## src/verilog/codec_bank_pkg.sv

```systemverilog
// bank status flag type, bank pointer width and ring step helpers

package codec_bank_pkg;

  //------------------------------------------------------------
  // status flags of the bank ring
  //------------------------------------------------------------

  typedef struct packed {
    logic empty;      // any bank empty
    logic empty_all;  // all banks empty
    logic full;       // any bank full
    logic full_all;   // all banks full
  } bank_flags_t;

  // a single bank still needs a 1 bit pointer, held at 0
  function automatic int bank_ptr_w(input int bnum_w);
    return (bnum_w > 0) ? bnum_w : 1;
  endfunction

  // next bank in ring order, wraps at 2**bnum_w
  function automatic int bank_next(input int ptr, input int bnum_w);
    int nbank;
    nbank = 2**bnum_w;
    return (ptr + 1) % nbank;
  endfunction

endpackage

```

## src/verilog/codec_frame_pkg.sv

```systemverilog
// frame sequencer state type and word position helpers

package codec_frame_pkg;

  // sequencer states of writer and reader
  typedef enum logic {
    seq_idle = 1'b0,  // waiting for a frame
    seq_run  = 1'b1   // stepping through a frame
  } frame_seq_t;

  // counter at its final value for a frame of 2**width words
  // caller zero-extends the counter to 32 bits
  function automatic logic is_last_word(input logic [31:0] cnt, input int width);
    logic [31:0] last;
    last = (32'd1 << width) - 32'd1;
    return (cnt == last);
  endfunction

  // counter at the first word of a frame
  function automatic logic is_first_word(input logic [31:0] cnt);
    return (cnt == 32'd0);
  endfunction

endpackage

```

## src/verilog/codec_buffer_ctrl_if.sv

```systemverilog
// bank control interface with pointers, full/empty strobes, status flags and modports

`timescale 1ns/10ps

interface codec_buffer_ctrl_if
  import codec_bank_pkg::*;
#(
  parameter int pBNUM_W = 1  // 2**pBNUM_W banks
)
();

  localparam int cPTR_W = bank_ptr_w(pBNUM_W);

  //------------------------------------------------------------
  // signals
  //------------------------------------------------------------

  logic              wfull;   // last word of a frame written
  logic              rempty;  // last address of a frame read
  logic [cPTR_W-1:0] wused;   // bank under write
  logic [cPTR_W-1:0] rused;   // bank under read
  bank_flags_t       flags;   // registered ring status

  //------------------------------------------------------------
  // modports
  //------------------------------------------------------------

  // bank pointer logic owns pointers and flags
  modport logic_mp (
    input  wfull,
    input  rempty,
    output wused,
    output rused,
    output flags
  );

  modport wr_mp (
    output wfull,
    input  wused,
    input  flags
  );

  modport rd_mp (
    output rempty,
    input  rused,
    input  flags
  );

endinterface

```

## src/verilog/codec_buffer_nD_slogic.sv

```systemverilog
// bank busy bits, write/read bank pointers and ring status flags

`timescale 1ns/10ps

module codec_buffer_nD_slogic
  import codec_bank_pkg::*;
#(
  parameter int pBNUM_W = 1  // 2**pBNUM_W banks
)
(
  input logic iclk,
  input logic ireset,
  input logic iclkena,
  codec_buffer_ctrl_if.logic_mp ctrl
);

  localparam int cBNUM  = 2**pBNUM_W;
  localparam int cPTR_W = bank_ptr_w(pBNUM_W);

  logic [cBNUM-1:0]  busy;   // one bit per bank, set = holds a full frame
  logic [cPTR_W-1:0] wused;
  logic [cPTR_W-1:0] rused;
  logic [cPTR_W-1:0] wnext;  // ring successors
  logic [cPTR_W-1:0] rnext;

  assign wnext = cPTR_W'(bank_next(int'(wused), pBNUM_W));
  assign rnext = cPTR_W'(bank_next(int'(rused), pBNUM_W));

  //------------------------------------------------------------
  // busy bits and pointers
  //------------------------------------------------------------

  always_ff @(posedge iclk or posedge ireset) begin
    if (ireset) begin
      busy  <= '0;
      wused <= '0;
      rused <= '0;
    end else if (iclkena) begin
      for (int i = 0; i < cBNUM; i++) begin
        if (ctrl.wfull && (int'(wused) == i)) begin
          busy[i] <= 1'b1;  // frame stored
        end else if (ctrl.rempty && (int'(rused) == i)) begin
          busy[i] <= 1'b0;  // frame drained
        end
      end
      // writer moves on if the next bank is free,
      // or sits on a full bank that a read is about to release
      if ((ctrl.wfull && ctrl.rempty) || (ctrl.wfull && !busy[wnext]) ||
          (ctrl.rempty && busy[wused])) begin
        wused <= wnext;
      end
      // reader follows the ring
      if ((ctrl.wfull && ctrl.rempty) || (ctrl.rempty && busy[rused])) begin
        rused <= rnext;
      end
    end
  end

  assign ctrl.wused = wused;
  assign ctrl.rused = rused;

  // busy banks are contiguous from rused
  assign ctrl.flags = '{
    empty:     |(~busy),
    empty_all: &(~busy),
    full:      |busy,
    full_all:  &busy
  };

  //------------------------------------------------------------
  // checks
  //------------------------------------------------------------

  // writer must not finish a frame into a full ring
  a_no_overfill : assert property (@(posedge iclk) disable iff (ireset)
    iclkena && ctrl.wfull && ctrl.flags.full_all |-> ctrl.rempty)
    else $error("slogic: frame completed while all banks full");

  // reader drains only banks that were filled
  a_no_underrun : assert property (@(posedge iclk) disable iff (ireset)
    iclkena && ctrl.rempty |-> ctrl.flags.full)
    else $error("slogic: frame drained while no bank full");

endmodule

```

## src/verilog/codec_buffer_ram.sv

```systemverilog
// dual-port frame RAM with registered read, addressed by bank and word

`timescale 1ns/10ps

module codec_buffer_ram #(
  parameter int pBNUM_W = 1,  // 2**pBNUM_W banks
  parameter int pADDR_W = 4,  // 2**pADDR_W words per bank
  parameter int pDAT_W  = 8
)
(
  input  logic                       iclk,
  input  logic                       iclkena,  // read register follows the global enable
  input  logic                       iwena,
  input  logic [pBNUM_W+pADDR_W-1:0] iwaddr,   // {bank, word}
  input  logic [pDAT_W-1:0]          iwdat,
  input  logic [pBNUM_W+pADDR_W-1:0] iraddr,   // {bank, word}
  output logic [pDAT_W-1:0]          ordat
);

  localparam int cDEPTH = 2**(pBNUM_W + pADDR_W);

  logic [pDAT_W-1:0] mem [cDEPTH];  // all banks back to back

  //------------------------------------------------------------
  // write port and registered read port
  //------------------------------------------------------------

  always_ff @(posedge iclk) begin
    if (iclkena) begin
      if (iwena) begin
        mem[iwaddr] <= iwdat;
      end
      ordat <= mem[iraddr];  // read before write on a collision
    end
  end

endmodule

```

## src/verilog/codec_frame_writer.sv

```systemverilog
// frame writer: word counter, RAM write port, bank full strobe, busy flag

`timescale 1ns/10ps

module codec_frame_writer
  import codec_frame_pkg::*;
#(
  parameter int pBNUM_W = 1,
  parameter int pADDR_W = 4,
  parameter int pDAT_W  = 8
)
(
  input  logic                       iclk,
  input  logic                       ireset,
  input  logic                       iclkena,
  input  logic                       ival,
  input  logic [pDAT_W-1:0]          idat,
  output logic                       obusy,   // ring full, source holds off
  output logic                       owena,
  output logic [pBNUM_W+pADDR_W-1:0] owaddr,
  output logic [pDAT_W-1:0]          owdat,
  codec_buffer_ctrl_if.wr_mp ctrl
);

  localparam int cAW = pBNUM_W + pADDR_W;

  logic [pADDR_W-1:0] wcnt;  // word index inside frame
  logic               wlast;

  assign obusy = ctrl.flags.full_all;
  assign owena = ival && !obusy;  // word dropped while busy
  assign owdat = idat;

  // bank bit is dropped for a single bank ring
  assign owaddr = cAW'({ctrl.wused, wcnt});

  assign wlast      = is_last_word(32'(wcnt), pADDR_W);
  assign ctrl.wfull = iclkena && owena && wlast;  // frame complete

  //------------------------------------------------------------
  // word counter
  //------------------------------------------------------------

  always_ff @(posedge iclk or posedge ireset) begin
    if (ireset) begin
      wcnt <= '0;
    end else if (iclkena && owena) begin
      wcnt <= wcnt + 1'b1;  // wraps to 0 after the last word
    end
  end

  // source respects the busy level
  a_no_val_busy : assert property (@(posedge iclk) disable iff (ireset)
    iclkena |-> !(ival && obusy))
    else $error("writer: ival while obusy, word dropped");

endmodule

```

## src/verilog/codec_frame_reader.sv

```systemverilog
// frame reader: bank sequencer, RAM read address, framing strobes, bank empty strobe

`timescale 1ns/10ps

module codec_frame_reader
  import codec_frame_pkg::*;
#(
  parameter int pBNUM_W = 1,
  parameter int pADDR_W = 4,
  parameter int pDAT_W  = 8
)
(
  input  logic                       iclk,
  input  logic                       ireset,
  input  logic                       iclkena,
  input  logic [pDAT_W-1:0]          ordat_ram,  // registered RAM read data
  output logic [pBNUM_W+pADDR_W-1:0] oraddr,
  output logic                       oval,
  output logic                       osop,
  output logic                       oeop,
  output logic [pDAT_W-1:0]          odat,
  codec_buffer_ctrl_if.rd_mp ctrl
);

  localparam int cAW   = pBNUM_W + pADDR_W;
  localparam int cBNUM = 2**pBNUM_W;

  frame_seq_t         state;
  logic [pADDR_W-1:0] rcnt;    // word index inside frame
  logic               rd_act;  // address issued this cycle
  logic               rd_first;
  logic               rd_last;
  logic               rd_chain;  // another full bank waits behind this one

  //------------------------------------------------------------
  // address side
  //------------------------------------------------------------

  assign rd_act   = (state == seq_run);
  assign rd_first = rd_act && is_first_word(32'(rcnt));
  assign rd_last  = rd_act && is_last_word(32'(rcnt), pADDR_W);

  // ring is all full, so the next bank is full too
  assign rd_chain = (cBNUM > 1) && ctrl.flags.full_all;

  assign oraddr      = cAW'({ctrl.rused, rcnt});
  assign ctrl.rempty = iclkena && rd_last;

  always_ff @(posedge iclk or posedge ireset) begin
    if (ireset) begin
      state <= seq_idle;
      rcnt  <= '0;
    end else if (iclkena) begin
      case (state)
        seq_idle : begin
          if (ctrl.flags.full) begin
            state <= seq_run;  // first address next cycle
          end
        end
        seq_run : begin
          rcnt <= rcnt + 1'b1;  // wraps to 0 at frame end
          if (rd_last && !rd_chain) begin
            state <= seq_idle;
          end
        end
        default : state <= seq_idle;
      endcase
    end
  end

  //------------------------------------------------------------
  // data side, one cycle behind the address
  //------------------------------------------------------------

  always_ff @(posedge iclk or posedge ireset) begin
    if (ireset) begin
      oval <= 1'b0;
      osop <= 1'b0;
      oeop <= 1'b0;
    end else if (iclkena) begin
      oval <= rd_act;
      osop <= rd_first;
      oeop <= rd_last;
    end
  end

  assign odat = ordat_ram;  // RAM register already lines up

endmodule

```

## src/verilog/codec_buffer_top.sv

```systemverilog
// frame buffer top level: control interface, bank logic, RAM, writer and reader

`timescale 1ns/10ps

module codec_buffer_top #(
  parameter int pBNUM_W = 1,  // 2**pBNUM_W banks
  parameter int pADDR_W = 4,  // 2**pADDR_W words per frame
  parameter int pDAT_W  = 8
)
(
  input  logic              iclk,
  input  logic              ireset,
  input  logic              iclkena,
  input  logic              ival,
  input  logic [pDAT_W-1:0] idat,
  output logic              obusy,
  output logic              oval,
  output logic              osop,
  output logic              oeop,
  output logic [pDAT_W-1:0] odat,
  output logic              oempty,   // any bank empty
  output logic              oemptya,  // all banks empty
  output logic              ofull,    // any bank full
  output logic              ofulla    // all banks full
);

  localparam int cAW = pBNUM_W + pADDR_W;

  // RAM ports
  logic              ram_wena;
  logic [cAW-1:0]    ram_waddr;
  logic [pDAT_W-1:0] ram_wdat;
  logic [cAW-1:0]    ram_raddr;
  logic [pDAT_W-1:0] ram_rdat;

  //------------------------------------------------------------
  // bank control
  //------------------------------------------------------------

  codec_buffer_ctrl_if #(.pBNUM_W(pBNUM_W)) ctrl_if ();

  codec_buffer_nD_slogic #(.pBNUM_W(pBNUM_W)) slogic_i (
    .iclk    (iclk),
    .ireset  (ireset),
    .iclkena (iclkena),
    .ctrl    (ctrl_if.logic_mp)
  );

  assign oempty  = ctrl_if.flags.empty;
  assign oemptya = ctrl_if.flags.empty_all;
  assign ofull   = ctrl_if.flags.full;
  assign ofulla  = ctrl_if.flags.full_all;

  //------------------------------------------------------------
  // datapath
  //------------------------------------------------------------

  codec_frame_writer #(.pBNUM_W(pBNUM_W), .pADDR_W(pADDR_W), .pDAT_W(pDAT_W)) writer_i (
    .iclk    (iclk),
    .ireset  (ireset),
    .iclkena (iclkena),
    .ival    (ival),
    .idat    (idat),
    .obusy   (obusy),
    .owena   (ram_wena),
    .owaddr  (ram_waddr),
    .owdat   (ram_wdat),
    .ctrl    (ctrl_if.wr_mp)
  );

  codec_buffer_ram #(.pBNUM_W(pBNUM_W), .pADDR_W(pADDR_W), .pDAT_W(pDAT_W)) ram_i (
    .iclk    (iclk),
    .iclkena (iclkena),
    .iwena   (ram_wena),
    .iwaddr  (ram_waddr),
    .iwdat   (ram_wdat),
    .iraddr  (ram_raddr),
    .ordat   (ram_rdat)
  );

  codec_frame_reader #(.pBNUM_W(pBNUM_W), .pADDR_W(pADDR_W), .pDAT_W(pDAT_W)) reader_i (
    .iclk      (iclk),
    .ireset    (ireset),
    .iclkena   (iclkena),
    .ordat_ram (ram_rdat),
    .oraddr    (ram_raddr),
    .oval      (oval),
    .osop      (osop),
    .oeop      (oeop),
    .odat      (odat),
    .ctrl      (ctrl_if.rd_mp)
  );

endmodule

```

## config.mk

```make
export PLATFORM = sky130hd
export DESIGN_NAME = codec_buffer_top
export DESIGN_NICKNAME = d
export VERILOG_FILES = /design/src/verilog/codec_bank_pkg.sv /design/src/verilog/codec_frame_pkg.sv /design/src/verilog/codec_buffer_ctrl_if.sv /design/src/verilog/codec_buffer_nD_slogic.sv /design/src/verilog/codec_buffer_ram.sv /design/src/verilog/codec_frame_writer.sv /design/src/verilog/codec_frame_reader.sv /design/src/verilog/codec_buffer_top.sv
export SDC_FILE = /design/constraint.sdc
export NUM_CORES = 1
export LEC_CHECK = 0
export ABC_AREA = 1
export ABC_CLOCK_PERIOD_IN_PS = 3700
export BUFFER_PORTS_ARGS = -buffer_cell sky130_fd_sc_hd__buf_2
export CORE_UTILIZATION = 41
export DETAILED_ROUTE_END_ITERATION = 10
export SYNTH_ARGS = -nofsm -noshare
export SYNTH_HDL_FRONTEND = slang
export SYNTH_SLANG_ARGS = --single-unit
```

## constraint.sdc

```tcl
create_clock -name iclk -period 3.7 [get_ports iclk]
set_input_delay 0.37 -clock iclk [delete_from_list [all_inputs] [get_ports iclk]]
set_output_delay 0.37 -clock iclk [all_outputs]
set_load 0.01 [all_outputs]
```

### Word level (Yosys, flattened, before mapping)

Memory sizes are Yosys's and may differ from the RTL's. A register that Yosys moved wholly into a read port is not among the register bits.
Index checks and enable logic that the tools add are counted.

* register bits after elaboration: 16
* memory bits (writable): 256
* word-level logic and storage cells: 72
* memories kept: 1

Memory list
* ram_i.mem: words 32, width 8, read ports 1, clocked after memory_dff 1, wr ports 1, line codec_buffer_ram.sv:22 `logic [pDAT_W-1:0] mem [cDEPTH];`

* add/sub/neg operators: 4
* order comparisons: 3
* equality and inequality tests: 2
* muxes and demuxes: 16
* bitwise gates (word level): 4
* reduce and logical (&&, ||, !) cells: 32

Operators by type and width (count)
* 1-bit logical AND: 15
* 1-bit two-way mux: 15
* 2-bit AND reduction: 7
* 4-bit by 1-bit adder with 4-bit output (second input constant): 2
* 4-bit == test (second input constant): 2
* 1-bit by 2-bit less-than comparator with 1-bit output (second input constant): 3
* 4-bit zero test: 1
* 2-bit nonzero test: 2
* 2-bit OR reduction: 2
* 1-bit logical OR: 3
* 1-bit NOT: 3
* 1-bit adder (second input constant): 2
* 1-bit zero test: 2
* 2-bit NOT: 1
* 1-bit one-hot mux with 2 select lines: 1

### Logic depth before layout (Yosys ltp)

* word-level depth: 9
* depth in mapped cells: 10
* depth with buffers taken out: 9

### Modules after synthesis

From an unflattened synthesis, not the netlist that was laid out.

* cell total of the unflattened synthesis: 1052
* area total of the unflattened synthesis: 11913.9 µm²

Modules (own cells, without submodules)
* codec_buffer_ram: times used 1, cells each 924, area an instance 10870.4 µm²
* codec_frame_reader: times used 1, cells each 57, area an instance 478.0 µm²
* codec_frame_writer: times used 1, cells each 37, area an instance 314.1 µm²
* codec_buffer_nD_slogic: times used 1, cells each 34, area an instance 251.5 µm²

### Least setup slack after synthesis

No wires, ideal clock.

* path type: register to register
* start: register slogic_i.wused, in the netlist slogic_i.ctrl.wused
* end: memory ram_i.mem[19][0] (enable)
* library setup time: 0.383 ns
* data arrival time: 1.420 ns
* required time: 3.317 ns
* setup slack: 1.896 ns
* cell stages (with the launch flop): 4
* cell sequence: dfrtp_1 clkbuf_1 nand3_1 nor3_1

RTL lines
* start: declaration: line codec_buffer_nD_slogic.sv:21 `logic [cPTR_W-1:0] wused;`
* start signal: assignment: line codec_buffer_nD_slogic.sv:50 `wused <= wnext;`
* end: declaration: line codec_buffer_ram.sv:22

No word-level cell before the write port.

### Final worst setup path

* start: register slogic_i.busy[0]
* end: memory ram_i.mem[8][5] (enable)

* longest elaborated chain between the ends: 6

RTL lines
* start: declaration: line codec_buffer_nD_slogic.sv:20 `logic [cBNUM-1:0] busy;`
* start signal: assignment: line codec_buffer_nD_slogic.sv:35 `busy <= '0;`
* start signal: indexed assignment: line codec_buffer_nD_slogic.sv:41 `busy[i] <= 1'b1;`
* start signal: indexed assignment: line codec_buffer_nD_slogic.sv:43 `busy[i] <= 1'b0;`
* 2-bit AND reduction: line codec_buffer_nD_slogic.sv:67 `full_all: &busy`
* 1-bit zero test: line codec_frame_writer.sv:31 `assign owena = ival && !obusy;`
* 1-bit logical AND: line codec_frame_writer.sv:31
* 1-bit two-way mux: line codec_buffer_ram.sv:30 `if (iwena) begin`
* 1-bit two-way mux: line codec_buffer_ram.sv:29 `if (iclkena) begin`
* 1-bit two-way mux (not written as such): line codec_buffer_ram.sv:31 `mem[iwaddr] <= iwdat;`

No other way between the ends.

==> impl_metrics.prom <==
# TYPE chip_impl_metric gauge
chip_impl_info{name="timing_worst_setup_path_type",value="flip-flop to flip-flop"} 1
chip_impl_metric{name="highest_cell_delay_on_the_worst_timing_path",unit="ps"} 720
chip_impl_metric{name="yosys_warns",unit=""} 0
chip_impl_info{name="critPathMostFrequentCell",value="nand2_1"} 1
chip_impl_metric{name="postLayoutCellArea",unit="um^2"} 13500
chip_impl_metric{name="via_count",unit=""} 7685
chip_impl_metric{name="period_share",unit="%"} 66.0
chip_impl_metric{name="wl_per_cell",unit="um"} 17.4
chip_impl_info{name="cts_tree",value="built"} 1
chip_impl_info{name="whs_endpoint",value="writer_i.wcnt[0]$_DFFE_PP0P_"} 1
chip_impl_metric{name="finish.utilization",unit="%"} 46.6
chip_impl_metric{name="post_cts_sizing",unit=""} 0
chip_impl_metric{name="synthToLayoutAreaGrowth",unit="%"} 11.0
chip_impl_metric{name="buffer_ports.inserted",unit=""} 27
chip_impl_info{name="hold_class",value="primary input to flip-flop"} 1
chip_impl_info{name="rsz_0062_raised_after_global_routing",value="no"} 1
chip_impl_info{name="cp-end-kind",value="flip-flop"} 1
chip_impl_metric{name="drtAntennaViolNets",unit=""} 0
chip_impl_metric{name="yosysTopAreaCellShare",unit="%"} 65.2
chip_impl_metric{name="synth_xor_area_share",unit="%"} 0.432
chip_impl_info{name="cpMaxStageDelayCell",value="nor2_1"} 1
chip_impl_metric{name="timing.critical_path.arrival",unit="ps"} 2610
chip_impl_metric{name="diodes",unit=""} 0
chip_impl_info{name="worstPathCellList",value="nand2_1 -> nand3_2 -> inv_1 -> nand2_1 -> nor2_1"} 1
chip_impl_info{name="critical_r2r_capture",value="ram_i.mem[8][5]$_DFFE_PP_"} 1
chip_impl_metric{name="top_level_ports",unit=""} 28
chip_impl_metric{name="syn_area_per_cell",unit="um^2"} 10.3
chip_impl_metric{name="grt_max_degree",unit=""} 138
chip_impl_metric{name="detailed_placement_hpwl",unit="mm"} 16.5
chip_impl_metric{name="fp.coreArea",unit="um^2"} 28900
chip_impl_metric{name="drt_iter0_drc",unit=""} 543
chip_impl_metric{name="setup_tns",unit="ps"} 0
chip_impl_metric{name="cp_max_fanout",unit=""} 8
chip_impl_metric{name="post-route-drc-count",unit=""} 0
chip_impl_metric{name="mappedNetlistArea",unit="um^2"} 12200
chip_impl_info{name="clock-root-buffer",value="clkbuf_16"} 1
chip_impl_metric{name="placed_cell_area",unit="um^2"} 12600
chip_impl_metric{name="gp_congestion",unit=""} 0.817
chip_impl_metric{name="holdWs",unit="ps"} 211
chip_impl_metric{name="drive_above_1_share",unit="%"} 6.98
chip_impl_metric{name="fill_cells",unit=""} 2650
chip_impl_metric{name="critPathRequiredTime",unit="ps"} 3870
chip_impl_metric{name="finalWorstSetupSlack",unit="ps"} 1260
chip_impl_metric{name="std_cell_rows",unit=""} 62
chip_impl_info{name="synth.top_cells.by_area",value="edfxtp_1, nand2_1, inv_1"} 1
chip_impl_metric{name="power.ir.vdd_worst",unit="mV"} 0.567
chip_impl_metric{name="cts.repair_timing.setup_buffer_count",unit=""} 0
chip_impl_info{name="result_of_the_run",value="finished clean"} 1
chip_impl_metric{name="via_per_inst",unit=""} 4.80
chip_impl_metric{name="dieHeight",unit="um"} 174
chip_impl_metric{name="use_met2",unit="%"} 31.5
chip_impl_metric{name="total_leakage_power",unit="nW"} 5.63
chip_impl_metric{name="setup_slack_on_the_worst_flop_to_flop_path",unit="ps"} 1260
chip_impl_metric{name="global_route_overflow",unit=""} 0
chip_impl_metric{name="clock_tree.htree_level_count",unit=""} 1
chip_impl_metric{name="die_width",unit="um"} 174
chip_impl_metric{name="place_worst_setup_slack",unit="ps"} 1110
chip_impl_metric{name="timing_max_transition_violations_final",unit=""} 0
chip_impl_metric{name="synth_simple_gate_area_share",unit="%"} 20.4
chip_impl_metric{name="synthAdderAreaFrac",unit="%"} 0.618
chip_impl_metric{name="synthMuxAreaShare",unit="%"} 0
chip_impl_metric{name="synth_compound_gate_area_share",unit="%"} 1.90
chip_impl_metric{name="cts-buffers-inserted",unit=""} 29
chip_impl_metric{name="synthesis.nets",unit=""} 1198
chip_impl_metric{name="cap_violations",unit=""} 0
chip_impl_metric{name="synth_seq_area_share",unit="%"} 68.5
chip_impl_metric{name="layout_min_cycle_time",unit="ps"} 2440
chip_impl_metric{name="clock_network_latency_to_the_later_pin_of_the_worst_skew_pair",unit="ps"} 540
chip_impl_metric{name="grt_first_pass_wirelength",unit="mm"} 43.5
chip_impl_info{name="family_of_cells_with_the_greatest_summed_delay_on_the_critical_path",value="simple AND/OR/NAND/NOR gates"} 1
chip_impl_info{name="worstHoldStart",value="ival"} 1
chip_impl_metric{name="firstDrtPassIters",unit=""} 5
chip_impl_metric{name="total_power",unit="mW"} 9.68
chip_impl_metric{name="tightest_slew",unit="ps"} 922
chip_impl_metric{name="grt_pass1_vias",unit=""} 7549
chip_impl_metric{name="grt_util_met3",unit="%"} 2.84
chip_impl_info{name="busiest_layer",value="met2"} 1
chip_impl_metric{name="grt.met1_usage",unit="%"} 25.4
chip_impl_metric{name="worst_reg_to_reg_path_cell_count",unit=""} 5
chip_impl_metric{name="track_usage",unit="%"} 18.9
chip_impl_metric{name="post_synthesis_register_bit_count",unit=""} 280
chip_impl_metric{name="numPlacedInstances",unit=""} 1549
chip_impl_metric{name="path_clk_slew",unit="ps"} 60
chip_impl_info{name="largest_family_of_logic_cells_by_synthesized_area",value="simple AND/OR/NAND/NOR gates"} 1
chip_impl_metric{name="clock_path_buffers",unit=""} 3
chip_impl_metric{name="power_density",unit="nW/um^2"} 718
chip_impl_metric{name="floorplan.die_area",unit="um^2"} 30300
chip_impl_metric{name="ys_types",unit=""} 26
chip_impl_metric{name="clock-skew-final",unit="ps"} 11.8
chip_impl_metric{name="syn_inst",unit=""} 1180
chip_impl_metric{name="clock.fmax",unit="MHz"} 410
chip_impl_metric{name="worst_hold_path.num_cells",unit=""} 3
chip_impl_metric{name="crit_buf_inv",unit=""} 1
chip_impl_metric{name="grt_antenna_before_repair",unit=""} 0
chip_impl_metric{name="timing.max_slew.rel_slack",unit="%"} 38.5
chip_impl_metric{name="fin_nets",unit=""} 1215
chip_impl_metric{name="post_cts_hold_buffers",unit=""} 1
chip_impl_info{name="timing.rr.start",value="slogic_i.busy[0]$_DFFE_PP0P_"} 1
chip_impl_metric{name="hold_viol",unit=""} 0
chip_impl_info{name="worst_setup_path_start_kind",value="flip-flop"} 1
chip_impl_metric{name="cts_sinks",unit=""} 280
chip_impl_metric{name="instances_no_fill",unit=""} 1602
chip_impl_metric{name="start_util",unit="%"} 42.0
chip_impl_metric{name="drt-total-wl",unit="mm"} 27.8
chip_impl_metric{name="finalSetupViolCount",unit=""} 0
chip_impl_info{name="synth_top_area_cell",value="edfxtp_1"} 1
-- worst max-delay path by stage --
stage | start | to | slack [ps] | cells after the start
final | slogic_i.busy[0]$_DFFE_PP0P_ | ram_i.mem[8][5]$_DFFE_PP_ | 1260 | 5
after global routing | slogic_i.busy[0]$_DFFE_PP0P_ | ram_i.mem[8][5]$_DFFE_PP_ | 1110 | 5
after CTS | slogic_i.busy[0]$_DFFE_PP0P_ | ram_i.mem[8][5]$_DFFE_PP_ | 1260 | 5
after detailed placement | iclkena | ram_i.mem[8][5]$_DFFE_PP_ | 1110 | 5
after global placement | iclkena | ram_i.mem[1][7]$_DFFE_PP_ | 1180 | 5
after floorplan | slogic_i.ctrl.wused$_DFFE_PP0P_ | ram_i.mem[19][0]$_DFFE_PP_ | 1900 | 3
-- sequential cells by signal (all words and copies together), names as in the netlist --
signal,count
slogic_i.busy,2
ram_i.mem,256
writer_i.wcnt,4
reader_i.rcnt,4
reader_i.osop,1
slogic_i.ctrl.wused,1
reader_i.oeop,1
ram_i.ordat,8
slogic_i.ctrl.rused,1
reader_i.rd_act,1
reader_i.oval,1
-- final cells by class --
class | instances | area [um^2] | area share [%]
clock buffers | 35 | 748 | 5.55
clock inverters | 17 | 158 | 1.17
inverters | 190 | 716 | 5.31
multi-input cells | 661 | 2830 | 21.0
flip-flops and latches | 280 | 8330 | 61.8
well taps | 384 | 480 | 3.56
repair buffers | 35 | 223 | 1.65
-- worst reg2reg max path, cell delays in order, from the launching register on --
cell	delay, ps
dfrtp_1	430
nand2_1	140
nand3_2	160
inv_1	200
nand2_1	420
nor2_1	720
-- layout by cell type (no fill, tap or decap), types with 3 or more instances in the layout --
master     netlist  final
buf_2           22     27
nor3_1           3      3
bufinv_16        0      3
edfxtp_1       264    264
buf_4           12      5
o21ai_0         35     35
clkinv_1         1      5
nand2_1        374    374
inv_1          187    187
clkbuf_16        0     29
nand3_1        127    127
o21ai_1          5      5
clkinv_2         0      9
nor2_1          94     94
dfrtp_1         16     14
clkbuf_1        10      6
ha_1             6      6
xor2_1           6      6
-- logic make-up after synthesis --
family	Yosys count
fa+ha+maj	6
simple gates	604
compound gates	45
xor+xnor	6
flops	280
buf+inv	239
-- synthesized netlist by cell type (all sizes together) --
master / count
a21oi: 2
nand4: 1
nor4: 1
nand3: 128
clkbuf: 10
inv: 189
nor2: 97
ha: 6
buf: 39
o211ai: 2
nand2: 374
o22ai: 1
edfxtp: 264
xor2: 6
clkinv: 1
o21ai: 40
nor3: 3
dfrtp: 16
-- power breakdown --
| group | internal, mW | switching [mW] |
|---|---|---|
| clock | 1.64 | 1.18 |
| sequential | 3.71 | 0.146 |
| combinational | 0.830 | 2.17 |
-- metal layers --
layer | routed length (um) | part of all wire, %
met5 | 0 | 0
met4 | 797 | 2.9
met3 | 1540 | 5.5
met2 | 13100 | 47
met1 | 12400 | 45
Power figures use the tool's default switching activity.
